==> src/include/serv_cfg.svh <==
`ifndef SERV_CFG_SVH
`define SERV_CFG_SVH

// Data and instruction width
`define SERV_XLEN 32

// Architectural register file
`define SERV_REGS 32
`define SERV_RADDR_W 5

// Bit counter width, one step per data bit
`define SERV_BIT_W 5

// Decoded instruction buffer between fetch and execute
`define SERV_IBUF_DEPTH 2

// Fill count must hold 0 up to SERV_IBUF_DEPTH
`define SERV_IBUF_CNT_W 2

// First fetch address
`define SERV_RESET_PC 32'h0000_0000

`endif

==> src/logic/serv_pkg.sv <==
`default_nettype none

`include "serv_cfg.svh"

package serv_pkg;

   typedef enum logic [2:0] {
      ALU_ADD = 3'd0,
      ALU_SUB = 3'd1,
      ALU_AND = 3'd2,
      ALU_OR  = 3'd3,
      ALU_XOR = 3'd4,
      ALU_NOP = 3'd5
   } alu_op_e;

   typedef enum logic [1:0] {
      EX_IDLE = 2'd0,
      EX_RUN  = 2'd1,
      EX_DONE = 2'd2
   } exec_state_e;

   typedef struct packed {
      logic [`SERV_XLEN-1:0]    pc;
      logic [`SERV_XLEN-1:0]    instr;
      alu_op_e                  op;
      logic [`SERV_RADDR_W-1:0] rs1_addr;
      logic [`SERV_RADDR_W-1:0] rs2_addr;
      logic [`SERV_RADDR_W-1:0] rd_addr;
      logic                     use_imm;
      logic [`SERV_XLEN-1:0]    imm;
      // Low for no-ops and for rd zero
      logic                     rd_wen;
   } decoded_t;

   typedef struct packed {
      logic [`SERV_XLEN-1:0]    pc;
      logic [`SERV_XLEN-1:0]    instr;
      logic [`SERV_RADDR_W-1:0] rd_addr;
      logic                     rd_wen;
      logic [`SERV_XLEN-1:0]    result;
   } retire_t;

endpackage

`default_nettype wire

==> src/logic/serv_exec.sv <==
`timescale 1ns/1ps
`default_nettype none

`include "serv_cfg.svh"

module serv_exec (
   input  wire                        clk,
   input  wire                        i_arst_n,
   input  wire                        i_nonempty,
   input  wire serv_pkg::decoded_t    i_instr,
   output logic                       o_pop,
   output logic [`SERV_RADDR_W-1:0]   o_rs1_addr,
   output logic [`SERV_RADDR_W-1:0]   o_rs2_addr,
   output logic [`SERV_BIT_W-1:0]     o_bit_idx,
   input  wire                        i_rs1_bit,
   input  wire                        i_rs2_bit,
   output logic                       o_rf_wen,
   output logic [`SERV_RADDR_W-1:0]   o_rf_waddr,
   output logic [`SERV_XLEN-1:0]      o_rf_wdata,
   output logic                       o_retire_valid,
   output serv_pkg::retire_t          o_retire
);
   import serv_pkg::*;

   exec_state_e              state_q;
   logic [`SERV_BIT_W-1:0]   cnt_q;
   logic                     cnt_last;
   decoded_t                 instr_q;
   logic                     carry_q;
   logic [`SERV_XLEN-1:0]    result_q;
   logic                     op_a;
   logic                     op_b;
   logic                     sum_bit;
   logic                     carry_nxt;
   logic                     rd_bit;

   assign o_pop    = (state_q == EX_IDLE) && i_nonempty;
   assign cnt_last = &cnt_q;

   // SUB is a + ~b + 1, the +1 comes from the preset carry
   assign op_a      = i_rs1_bit;
   assign op_b      = (instr_q.use_imm ? instr_q.imm[cnt_q] : i_rs2_bit)
                      ^ (instr_q.op == ALU_SUB);
   assign sum_bit   = op_a ^ op_b ^ carry_q;
   assign carry_nxt = (op_a & op_b) | (carry_q & (op_a ^ op_b));

   always_comb begin
      case (instr_q.op)
         ALU_ADD, ALU_SUB: rd_bit = sum_bit;
         ALU_AND:          rd_bit = op_a & op_b;
         ALU_OR:           rd_bit = op_a | op_b;
         ALU_XOR:          rd_bit = op_a ^ op_b;
         default:          rd_bit = 1'b0;
      endcase
   end

   always_ff @(posedge clk or negedge i_arst_n) begin
      if (!i_arst_n) begin
         state_q <= EX_IDLE;
         cnt_q   <= '0;
         carry_q <= 1'b0;
      end else begin
         case (state_q)
            EX_IDLE: begin
               if (o_pop) begin
                  state_q <= EX_RUN;
                  cnt_q   <= '0;
                  carry_q <= (i_instr.op == ALU_SUB);
               end
            end
            EX_RUN: begin
               cnt_q   <= cnt_q + 1'b1;
               carry_q <= carry_nxt;
               if (cnt_last) begin
                  state_q <= EX_DONE;
               end
            end
            EX_DONE: state_q <= EX_IDLE;
            default: state_q <= EX_IDLE;
         endcase
      end
   end

   // LSB first, so after 32 shifts bit 0 sits at the bottom
   always_ff @(posedge clk) begin
      if (o_pop) begin
         instr_q <= i_instr;
      end
      if (state_q == EX_RUN) begin
         result_q <= {rd_bit, result_q[`SERV_XLEN-1:1]};
      end
   end

   assign o_rs1_addr     = instr_q.rs1_addr;
   assign o_rs2_addr     = instr_q.rs2_addr;
   assign o_bit_idx      = cnt_q;
   assign o_rf_wen       = (state_q == EX_DONE) && instr_q.rd_wen;
   assign o_rf_waddr     = instr_q.rd_addr;
   assign o_rf_wdata     = result_q;
   assign o_retire_valid = (state_q == EX_DONE);

   always_comb begin
      o_retire.pc      = instr_q.pc;
      o_retire.instr   = instr_q.instr;
      o_retire.rd_addr = instr_q.rd_addr;
      o_retire.rd_wen  = instr_q.rd_wen;
      o_retire.result  = result_q;
   end

endmodule

`default_nettype wire

==> src/logic/serv_fetch.sv <==
`timescale 1ns/1ps
`default_nettype none

`include "serv_cfg.svh"

module serv_fetch (
   input  wire                          clk,
   input  wire                          i_arst_n,
   output logic [`SERV_XLEN-1:0]        o_ibus_adr,
   output logic                         o_ibus_cyc,
   input  wire  [`SERV_XLEN-1:0]        i_ibus_rdt,
   input  wire                          i_ibus_ack,
   input  wire  [`SERV_IBUF_CNT_W-1:0]  i_ibuf_count,
   output logic                         o_push,
   output serv_pkg::decoded_t           o_decoded
);
   import serv_pkg::*;

   localparam logic [6:0] OPC_OP     = 7'b0110011;
   localparam logic [6:0] OPC_OP_IMM = 7'b0010011;

   logic [`SERV_XLEN-1:0]       pc_q;
   logic [6:0]                  opcode;
   logic [2:0]                  funct3;
   logic [6:0]                  funct7;
   logic                        is_op;
   logic                        is_op_imm;
   alu_op_e                     f3_op;
   alu_op_e                     op;

   assign o_ibus_adr = pc_q;
   assign o_push     = o_ibus_cyc & i_ibus_ack;

   // Request only when the buffer can take the word about to arrive
   always_ff @(posedge clk or negedge i_arst_n) begin
      if (!i_arst_n) begin
         pc_q       <= `SERV_RESET_PC;
         o_ibus_cyc <= 1'b0;
      end else if (o_push) begin
         pc_q       <= pc_q + `SERV_XLEN'd4;
         o_ibus_cyc <= 1'b0;
      end else if (!o_ibus_cyc) begin
         o_ibus_cyc <= (i_ibuf_count < `SERV_IBUF_DEPTH);
      end
   end

   assign opcode    = i_ibus_rdt[6:0];
   assign funct3    = i_ibus_rdt[14:12];
   assign funct7    = i_ibus_rdt[31:25];
   assign is_op     = (opcode == OPC_OP);
   assign is_op_imm = (opcode == OPC_OP_IMM);

   // Shared by register and immediate forms
   always_comb begin
      case (funct3)
         3'b000:  f3_op = ALU_ADD;
         3'b100:  f3_op = ALU_XOR;
         3'b110:  f3_op = ALU_OR;
         3'b111:  f3_op = ALU_AND;
         default: f3_op = ALU_NOP;
      endcase
   end

   always_comb begin
      op = ALU_NOP;
      if (is_op_imm) begin
         op = f3_op;
      end else if (is_op && (funct7 == 7'b0000000)) begin
         op = f3_op;
      end else if (is_op && (funct7 == 7'b0100000) && (funct3 == 3'b000)) begin
         op = ALU_SUB;
      end
   end

   always_comb begin
      o_decoded.pc       = pc_q;
      o_decoded.instr    = i_ibus_rdt;
      o_decoded.op       = op;
      o_decoded.rs1_addr = i_ibus_rdt[19:15];
      o_decoded.rs2_addr = i_ibus_rdt[24:20];
      o_decoded.rd_addr  = i_ibus_rdt[11:7];
      o_decoded.use_imm  = is_op_imm;
      o_decoded.imm      = {{(`SERV_XLEN-12){i_ibus_rdt[31]}}, i_ibus_rdt[31:20]};
      o_decoded.rd_wen   = (op != ALU_NOP) && (i_ibus_rdt[11:7] != '0);
   end

endmodule

`default_nettype wire

==> src/logic/serv_ibuf.sv <==
`timescale 1ns/1ps
`default_nettype none

`include "serv_cfg.svh"

module serv_ibuf (
   input  wire                          clk,
   input  wire                          i_arst_n,
   input  wire                          i_push,
   input  wire serv_pkg::decoded_t      i_data,
   input  wire                          i_pop,
   output serv_pkg::decoded_t           o_head,
   output logic                         o_nonempty,
   output logic [`SERV_IBUF_CNT_W-1:0]  o_count
);
   import serv_pkg::*;

   localparam int PTR_W = (`SERV_IBUF_DEPTH > 1) ? $clog2(`SERV_IBUF_DEPTH) : 1;

   decoded_t          mem [`SERV_IBUF_DEPTH];
   logic [PTR_W-1:0]  wr_ptr_q;
   logic [PTR_W-1:0]  rd_ptr_q;
   logic              do_push;
   logic              do_pop;

   function automatic logic [PTR_W-1:0] ptr_inc(input logic [PTR_W-1:0] ptr);
      if (ptr == PTR_W'(`SERV_IBUF_DEPTH - 1)) begin
         return '0;
      end
      return ptr + 1'b1;
   endfunction

   assign o_nonempty = (o_count != '0);
   assign do_pop     = i_pop && o_nonempty;
   // A full buffer still accepts when the head leaves in the same cycle
   assign do_push    = i_push && ((o_count != `SERV_IBUF_DEPTH) || do_pop);
   assign o_head     = mem[rd_ptr_q];

   always_ff @(posedge clk or negedge i_arst_n) begin
      if (!i_arst_n) begin
         wr_ptr_q <= '0;
         rd_ptr_q <= '0;
         o_count  <= '0;
      end else begin
         if (do_push) begin
            wr_ptr_q <= ptr_inc(wr_ptr_q);
         end
         if (do_pop) begin
            rd_ptr_q <= ptr_inc(rd_ptr_q);
         end
         if (do_push && !do_pop) begin
            o_count <= o_count + 1'b1;
         end else if (do_pop && !do_push) begin
            o_count <= o_count - 1'b1;
         end
      end
   end

   always_ff @(posedge clk) begin
      if (do_push) begin
         mem[wr_ptr_q] <= i_data;
      end
   end

endmodule

`default_nettype wire

==> src/logic/serv_rf.sv <==
`timescale 1ns/1ps
`default_nettype none

`include "serv_cfg.svh"

module serv_rf (
   input  wire                        clk,
   input  wire                        i_arst_n,
   input  wire  [`SERV_RADDR_W-1:0]   i_rs1_addr,
   input  wire  [`SERV_RADDR_W-1:0]   i_rs2_addr,
   input  wire  [`SERV_BIT_W-1:0]     i_bit_idx,
   output logic                       o_rs1_bit,
   output logic                       o_rs2_bit,
   input  wire                        i_wen,
   input  wire  [`SERV_RADDR_W-1:0]   i_waddr,
   input  wire  [`SERV_XLEN-1:0]      i_wdata
);

   logic [`SERV_XLEN-1:0] regs [`SERV_REGS];

   // x0 never takes a write, so it keeps its reset value of zero
   always_ff @(posedge clk or negedge i_arst_n) begin
      if (!i_arst_n) begin
         for (int i = 0; i < `SERV_REGS; i++) begin
            regs[i] <= '0;
         end
      end else if (i_wen && (i_waddr != '0)) begin
         regs[i_waddr] <= i_wdata;
      end
   end

   // One bit per port per cycle
   assign o_rs1_bit = regs[i_rs1_addr][i_bit_idx];
   assign o_rs2_bit = regs[i_rs2_addr][i_bit_idx];

endmodule

`default_nettype wire

==> src/logic/serv_top.sv <==
`timescale 1ns/1ps
`default_nettype none

`include "serv_cfg.svh"

module serv_top (
   input  wire                     clk,
   input  wire                     i_arst_n,
   output logic [`SERV_XLEN-1:0]   o_ibus_adr,
   output logic                    o_ibus_cyc,
   input  wire  [`SERV_XLEN-1:0]   i_ibus_rdt,
   input  wire                     i_ibus_ack,
   output logic                    o_retire_valid,
   output serv_pkg::retire_t       o_retire
);
   import serv_pkg::*;

   decoded_t                     fetch_decoded;
   decoded_t                     ibuf_head;
   logic                         push;
   logic                         pop;
   logic                         ibuf_nonempty;
   logic [`SERV_IBUF_CNT_W-1:0]  ibuf_count;
   logic [`SERV_RADDR_W-1:0]     rs1_addr;
   logic [`SERV_RADDR_W-1:0]     rs2_addr;
   logic [`SERV_BIT_W-1:0]       bit_idx;
   logic                         rs1_bit;
   logic                         rs2_bit;
   logic                         rf_wen;
   logic [`SERV_RADDR_W-1:0]     rf_waddr;
   logic [`SERV_XLEN-1:0]        rf_wdata;

   serv_fetch u_fetch (
      .clk          (clk),
      .i_arst_n     (i_arst_n),
      .o_ibus_adr   (o_ibus_adr),
      .o_ibus_cyc   (o_ibus_cyc),
      .i_ibus_rdt   (i_ibus_rdt),
      .i_ibus_ack   (i_ibus_ack),
      .i_ibuf_count (ibuf_count),
      .o_push       (push),
      .o_decoded    (fetch_decoded)
   );

   serv_ibuf u_ibuf (
      .clk        (clk),
      .i_arst_n   (i_arst_n),
      .i_push     (push),
      .i_data     (fetch_decoded),
      .i_pop      (pop),
      .o_head     (ibuf_head),
      .o_nonempty (ibuf_nonempty),
      .o_count    (ibuf_count)
   );

   serv_rf u_rf (
      .clk        (clk),
      .i_arst_n   (i_arst_n),
      .i_rs1_addr (rs1_addr),
      .i_rs2_addr (rs2_addr),
      .i_bit_idx  (bit_idx),
      .o_rs1_bit  (rs1_bit),
      .o_rs2_bit  (rs2_bit),
      .i_wen      (rf_wen),
      .i_waddr    (rf_waddr),
      .i_wdata    (rf_wdata)
   );

   serv_exec u_exec (
      .clk            (clk),
      .i_arst_n       (i_arst_n),
      .i_nonempty     (ibuf_nonempty),
      .i_instr        (ibuf_head),
      .o_pop          (pop),
      .o_rs1_addr     (rs1_addr),
      .o_rs2_addr     (rs2_addr),
      .o_bit_idx      (bit_idx),
      .i_rs1_bit      (rs1_bit),
      .i_rs2_bit      (rs2_bit),
      .o_rf_wen       (rf_wen),
      .o_rf_waddr     (rf_waddr),
      .o_rf_wdata     (rf_wdata),
      .o_retire_valid (o_retire_valid),
      .o_retire       (o_retire)
   );

endmodule

`default_nettype wire

==> config.mk <==
export PLATFORM = sky130hd
export DESIGN_NAME = serv_top
export DESIGN_NICKNAME = d
export VERILOG_FILES = /design/src/logic/serv_pkg.sv /design/src/logic/serv_exec.sv /design/src/logic/serv_fetch.sv /design/src/logic/serv_ibuf.sv /design/src/logic/serv_rf.sv /design/src/logic/serv_top.sv
export VERILOG_INCLUDE_DIRS = /design/src /design/src/include
export SDC_FILE = /design/constraint.sdc
export NUM_CORES = 2
export LEC_CHECK = 0
export BUFFER_PORTS_ARGS = -buffer_cell sky130_fd_sc_hd__buf_2
export CELL_PAD_IN_SITES_DETAIL_PLACEMENT = 0
export CELL_PAD_IN_SITES_GLOBAL_PLACEMENT = 1
export CORE_MARGIN = 4
export CORE_UTILIZATION = 30
export DETAILED_ROUTE_END_ITERATION = 10
export GPL_ROUTABILITY_DRIVEN = 1
export PLACE_DENSITY_LB_ADDON = 0.08
export SETUP_SLACK_MARGIN = 0.3
export SLEW_MARGIN = 20
export SYNTH_ARGS = -nofsm -noshare
export SYNTH_HDL_FRONTEND = slang
export SYNTH_SLANG_ARGS = --single-unit
==> constraint.sdc <==
create_clock -name clk -period 13.25 [get_ports clk]
set_clock_uncertainty 0.15 [all_clocks]
set_input_delay 1.9875 -clock clk [delete_from_list [all_inputs] [get_ports clk]]
set_output_delay 1.9875 -clock clk [all_outputs]
set_load 0.01 [all_outputs]
After elaboration in Yosys (flattened, before gate mapping)

Memories as Yosys holds them, arrays and structs flattened.
Cells that the tools add are included.

Muxes and demuxes: 42
Reductions and logical operators: 28
Equal/unequal tests: 17
Order comparisons: 6
$add $sub $neg: 6
Bitwise gates (word level): 11

Operators with widths:

| operator              | number |
|---|---|
| $bwmux 1024           | 1 |
| $bmux 32 s5           | 2 |
| $demux 32 s5          | 1 |
| $mux 32               | 5 |
| $add 32x3->32 const B | 1 |
| $ge 6x6->1 const B    | 3 |
| $not 5->6             | 3 |
| $mux 1                | 17 |
| $bmux 1 s5            | 3 |
| $eq 7x6->1 const B    | 2 |
| $eq 3x3->1 const B    | 4 |
| $logic_and 1x1->1     | 12 |
| $pmux 3 s4            | 1 |
| $pmux 5 s2            | 1 |
| $reduce_bool 5->1     | 2 |
| $mux 3                | 3 |
| $mux 2                | 4 |
| $eq 7x5->1 const B    | 1 |
| $logic_not 7->1       | 1 |
| $eq 3x1->1 const B    | 2 |
| $eq 3x2->1 const B    | 2 |
| $logic_not 3->1       | 2 |
| $lt 5x6->1 const B    | 1 |
| $lt 6x1->1 const B    | 1 |
| other kinds (24)      | 35 |

Memories: 1
Input bits: 35
Word-level logic and storage cells: 161
Register bits after elaboration: 1,217
Bits in writable memories: 232

Memory list:

| memory     | depth | width | read ports | clocked after Yosys merged registers in | wr ports | RTL line        | source |
|---|---|---|---|---|---|---|---|
| u_ibuf.mem | 2     | 116   | 1          | 0                                       | 1        | serv_ibuf.sv:20 | `` decoded_t mem [`SERV_IBUF_DEPTH]; `` |

Longest topological paths before layout

Word-level depth: 12
Gate-level depth with buffers: 19
Gate-level depth less buffers: 14

Cells and area by module

From an unflattened synthesis, not the netlist that was laid out.

Cells, all modules: 4,690
Area total of the unflattened synthesis: 72,141.7 µm²

Modules (own cells, without submodules):

| module     | cells each | area an instance (µm²) | times used |
|---|---|---|---|
| serv_rf    | 3,698      | 54,885.1               | 1 |
| serv_ibuf  | 379        | 8,682.1                | 1 |
| serv_exec  | 355        | 6,167.2                | 1 |
| serv_fetch | 258        | 2,407.3                | 1 |

Worst setup path before layout

Ideal clock, no wire load.

Kind: in2reg
Start point: input port i_ibus_ack
End point: memory u_ibuf.mem[0][0] in the netlist's numbering, enable pin
Arrival: 5.368 ns
Cell stages on the path: 3
Path buffers: 0
Required time: 12.600 ns
Setup slack: 7.232 ns
Path through: nand2_1 > a31oi_1 > nor2b_1

Word-level cells in the longest chain between the ends: 4

Ends and longest elaborated chain:

| what                         | RTL line         | source |
|---|---|---|
| from (decl)                  | serv_top.sv:12   | `input wire i_ibus_ack,` |
| $and 1x1->1                  | serv_fetch.sv:32 | `assign o_push = o_ibus_cyc & i_ibus_ack;` |
| $logic_and 1x1->1            | serv_ibuf.sv:36  | `` assign do_push = i_push && ((o_count != `SERV_IBUF_DEPTH) \|\| do_pop); `` |
| via u_ibuf.do_push           | serv_ibuf.sv:23  | `logic do_push;` |
| $mux 1                       | serv_ibuf.sv:60  | `if (do_push) begin` |
| $mux 1 (implied by the code) | serv_ibuf.sv:61  | `mem[wr_ptr_q] <= i_data;` |
| to (decl)                    | serv_ibuf.sv:20  |  |

The timed path passes the listed nets, and every way through them passes these cells.

Worst setup path after layout

Start point: register u_exec.instr_q (netlist bit u_exec.o_rs1_addr[1])
End point: register u_exec.result_q[31] (netlist: u_exec.o_rf_wdata[31]) (data pin)

Word-level cells in the longest chain between the ends: 9

Ends and longest elaborated chain:

| what                                            | RTL line                         | source |
|---|---|---|
| from (decl)                                     | serv_exec.sv:28                  | `decoded_t instr_q;` |
| from (signal assigned)                          | serv_exec.sv:87                  | `instr_q <= i_instr;` |
| $not 5->6 (implied by the code) (*)             | serv_rf.sv:33                    | `assign o_rs1_bit = regs[i_rs1_addr][i_bit_idx];` |
| $bmux 32 s5 (*)                                 | serv_rf.sv:33                    |  |
| $mux 32 (implied by the code) (*) (2 in series) | serv_rf.sv:33                    |  |
| $bmux 1 s5 (*)                                  | serv_rf.sv:33                    |  |
| $mux 1 (implied by the code) (*)                | serv_rf.sv:33                    |  |
| $xor 1x1->1                                     | serv_exec.sv:44, serv_exec.sv:52 |  |
| $xor 1x1->1                                     | serv_exec.sv:44                  | `assign sum_bit = op_a ^ op_b ^ carry_q;` |
| $pmux 1 s4 (*)                                  | serv_exec.sv:48                  | `case (instr_q.op)` |
| to (signal assigned)                            | serv_exec.sv:90                  | `` result_q <= {rd_bit, result_q[`SERV_XLEN-1:1]}; `` |
| to (decl)                                       | serv_exec.sv:30                  | `` logic [`SERV_XLEN-1:0] result_q; `` |

Mark *: on every way between the ends. The rest lies on a longest branch, timed or not. The select of a mux whose other input is x is not followed.
A chain may end at the register's enable or synchronous reset.

==> flow_summary.toml <==
[power]
clkPwrFrac_pct = 38.5
seq_power_share_pct = 38.7
powerDensity_nw_per_um2 = 159.8
p_switching_uw = 4027
p_leak_uw = 0.03247
max-vdd-ir-drop_v = 0.0001407
p_comb_share_pct = 22.9
p_sw_share_pct = 33.93
p_int_uw = 7842

[synthesis]
synth_top_area_share_pct = 40.84
synthesis.area_sq_um = 65380
synth-edff-count = 233
synth_warnings = 0
async_reset_ff_share_pct = 82.08
syn_avg_cell_area_sq_um = 15.82
synthTopCellsByArea = "dfrtp_1 41%, mux4_2 19%, mux2_2 18%"
synth_seq_cells = 1300
synth_top_area_cell = "dfrtp_1"
yosys_most_used_dff = "dfrtp_1"
ys_types = 68
synth_sequential_area_ratio_pct = 51.54
synth_cells = 4132

[clocking]
root_buffer = "clkbuf_16"
clk_latency_ns = 0.82
h-tree-depth = 4
clock_sinks = 1300
numCtsBuffers = 161
clk_path_buf_depth = 3
cts_hold_buf = 0
cts_resized = 0
cts_tree = "yes"
clkTransAtPathRegs_ns = 0.06
post_cts_buffers = 0

[timing]
setup-violations-final = 0
slew_violations = 0
tns_ns = 0
post-route-period-util_pct = 45.17
whs_ns = 0.2441
grt_setup_unrepaired = "no"
min_period_ns = 5.985
worst_pin_slew_ns = 1.141
final_hold_viol_count = 0
relSlewSlack_pct = 23.91
clock.fmax_mhz = 167.1

[worst_setup_path]
crit_required_ns = 13.77
startpoint_type = "flop"
worst_setup_path_end_kind = "flop"
path_class = "reg -> reg"
cp_cell_sequence = "buf_4, buf_4, buf_4, mux4_2, mux4_2, mux4_2, a22oi_1, nand2_1, o221ai_1, and2_1, fa_1, nor2_1, a21oi_1, o21ai_0"
critical_path.max_fanout = 43
arrival_ns = 6.50
max_stage_delay_ns = 0.63
slowest_stage = "buf_4"

[worst_hold_path]
min_path_type = "reg -> reg"

[global_route]
grt_max_degree = 146
grt_usage_pct = 21.44
overflow = 0
grt_pass1_wl_um = 340600
antenna_found_initial = 22
grt_pass1_vias = 40770

[detailed_routing]
vias = 38620
routed_via_density = 5.449
drtIter0Drc = 2480
drt-pass1-iter-count = 4
final_antenna_net_count = 0
wire_per_inst_um = 33.96
finalWirelength_um = 240700
drc = 0

[placed_design]
routabilityCongestion = 0.7525
io_buffers = 166
place_hpwl_um = 139300

[cells_and_area]
register_area_sq_um = 33700
drive_gt1_share_pct = 52.63
multiInputGateArea_sq_um = 29340
fillers = 20940
nNetsFinal = 4131
syn2layout_area_growth_pct = 13.58

[die]
die_w_um = 474.8
io_pins = 171
start_util_pct = 30.14
core.rowCount = 171
fp.dieH_um = 474.8
core-area_sq_um = 217000
dieArea_sq_um = 225500

[run_status]
outcome = "finished clean"

[job]
maxCapViolCount = 0
[cells in the mapped netlist, drive strengths merged (10+ instances only)]
library cell,instances
nand2,96
nand4,12
a211oi,12
mux4,548
xnor2,27
a22oi,15
buf,255
mux2i,124
and3,11
clkbuf,261
dfrtp,1067
nand3,32
a31oi,20
and2,10
o21ai,37
a21oi,32
nor2,54
a221oi,32
edfxtp,233
nor3,27
nor2b,19
mux2,1072
inv,12
[sequential cells by signal (all words and copies together) (netlist names)]
| register | cells |
|---|---|
| u_exec.carry_q | 1 |
| u_exec.state_q | 2 |
| u_exec.o_retire | 50 |
| u_exec.instr_q | 5 |
| u_ibuf.o_count | 2 |
| u_exec.o_bit_idx | 5 |
| u_exec.o_rf_wdata | 32 |
| u_rf.regs | 1024 |
| u_exec.o_rs1_addr | 4 |
| u_exec.o_rs2_addr | 4 |
| u_exec.o_rf_waddr | 4 |
| u_fetch.o_ibus_adr | 30 |
| u_ibuf.mem | 134 |
| u_ibuf.wr_ptr_q | 1 |
| u_fetch.o_ibus_cyc | 1 |
| u_ibuf.rd_ptr_q | 1 |
[metrics by stage]
stage               area, sq um  power (uW)  util (%)  setup WS, ns  cells
global route              74240       12390     34.22         6.961   7079
global placement          68630        7435     31.63         7.107   6772
CTS                       74170       12080     34.19         7.180   7072
finish                    74260       11870     34.23         7.265   7087
floorplan                 65400        6182         -         7.232   4135
detailed placement        68710        7425     31.67         7.221   6776
[path summary, 6_finish.rpt]
| kind | from | end | slack, ns | cells past startpoint |
|---|---|---|---|---|
| setup / recovery | u_exec.o_rs1_addr[1]$_DFFE_PP_ | u_exec.o_rf_wdata[31]$_SDFFCE_PN0P_ | 7.27 | 14 |
| hold reg to reg | u_rf.regs[1021]$_DFFE_PN0P_ | u_rf.regs[1021]$_DFFE_PN0P_ | 0.24 | 0 |
| max in group asynchronous | i_arst_n | u_rf.regs[605]$_DFFE_PN0P_ | 9.80 | 3 |
| min in group asynchronous | i_arst_n | u_rf.regs[429]$_DFFE_PN0P_ | 1.00 | 1 |
| setup reg to reg | u_exec.o_rs1_addr[1]$_DFFE_PP_ | u_exec.o_rf_wdata[31]$_SDFFCE_PN0P_ | 7.27 | 14 |
| hold / removal | u_rf.regs[1021]$_DFFE_PN0P_ | u_rf.regs[1021]$_DFFE_PN0P_ | 0.24 | 0 |
[power by group through the flow]
| stage | Clock (uW) | Combinational (uW) | Sequential [uW] |
|---|---|---|---|
| 2_1_floorplan | 0 | 1600 | 4590 |
| 3_3_place_gp | 0 | 2720 | 4720 |
| 3_5_place_dp | 0 | 2720 | 4700 |
| 4_1_cts | 4720 | 2730 | 4630 |
| 5_1_grt | 4880 | 2900 | 4620 |
| 6_report | 4570 | 2720 | 4590 |
[logic make-up after synthesis]
family / share of synthesized area [%]
AO/OA/AOI/OAI: 2.266
XOR/XNOR: 0.4822
adder cells (fa/ha/maj): 0.1454
buffers and inverters: 4.043
flip-flops: 51.54
multiplexers: 39.24
other: 0.005735
AND/OR/NAND/NOR: 2.283
[per-layer routing]
metal	vias up	wire length, um	GRT usage [%]
met5	-	82	0
met4	12	4699	4.995
met3	242	10730	3.771
met2	826	113100	33.97
met1	21720	112100	30.65
li1	15820	-	-
[worst max-delay path: cells and delay by family (launching register included)]
kind / cells / cell delay [ns]
multiplexers: 3 / 1.44
adder cells (fa/ha/maj): 1 / 0.48
AO/OA/AOI/OAI: 4 / 0.83
AND/OR/NAND/NOR: 3 / 0.58
flip-flops: 1 / 0.35
buffers and inverters: 3 / 1.85
[cell type report]
type	instances	area share, %
flip-flops and latches	1300	45.38
multi-input cells	2305	39.50
clock buffers	240	6.285
well taps	2854	4.809
repair buffers	307	2.837
clock inverters	56	1.070
inverters	14	0.07414
diodes	11	0.03707
[cells in the final DEF (no fill, tap or decap), drive strengths merged, types with 37 or more instances in the layout]
cell	n
clkbuf	240
nand2	96
clkinv	41
buf	307
mux4	548
o21ai	37
edfxtp	233
mux2i	124
mux2	1072
dfrtp	1067
nor2	54
Power figures use the tool's default switching activity.
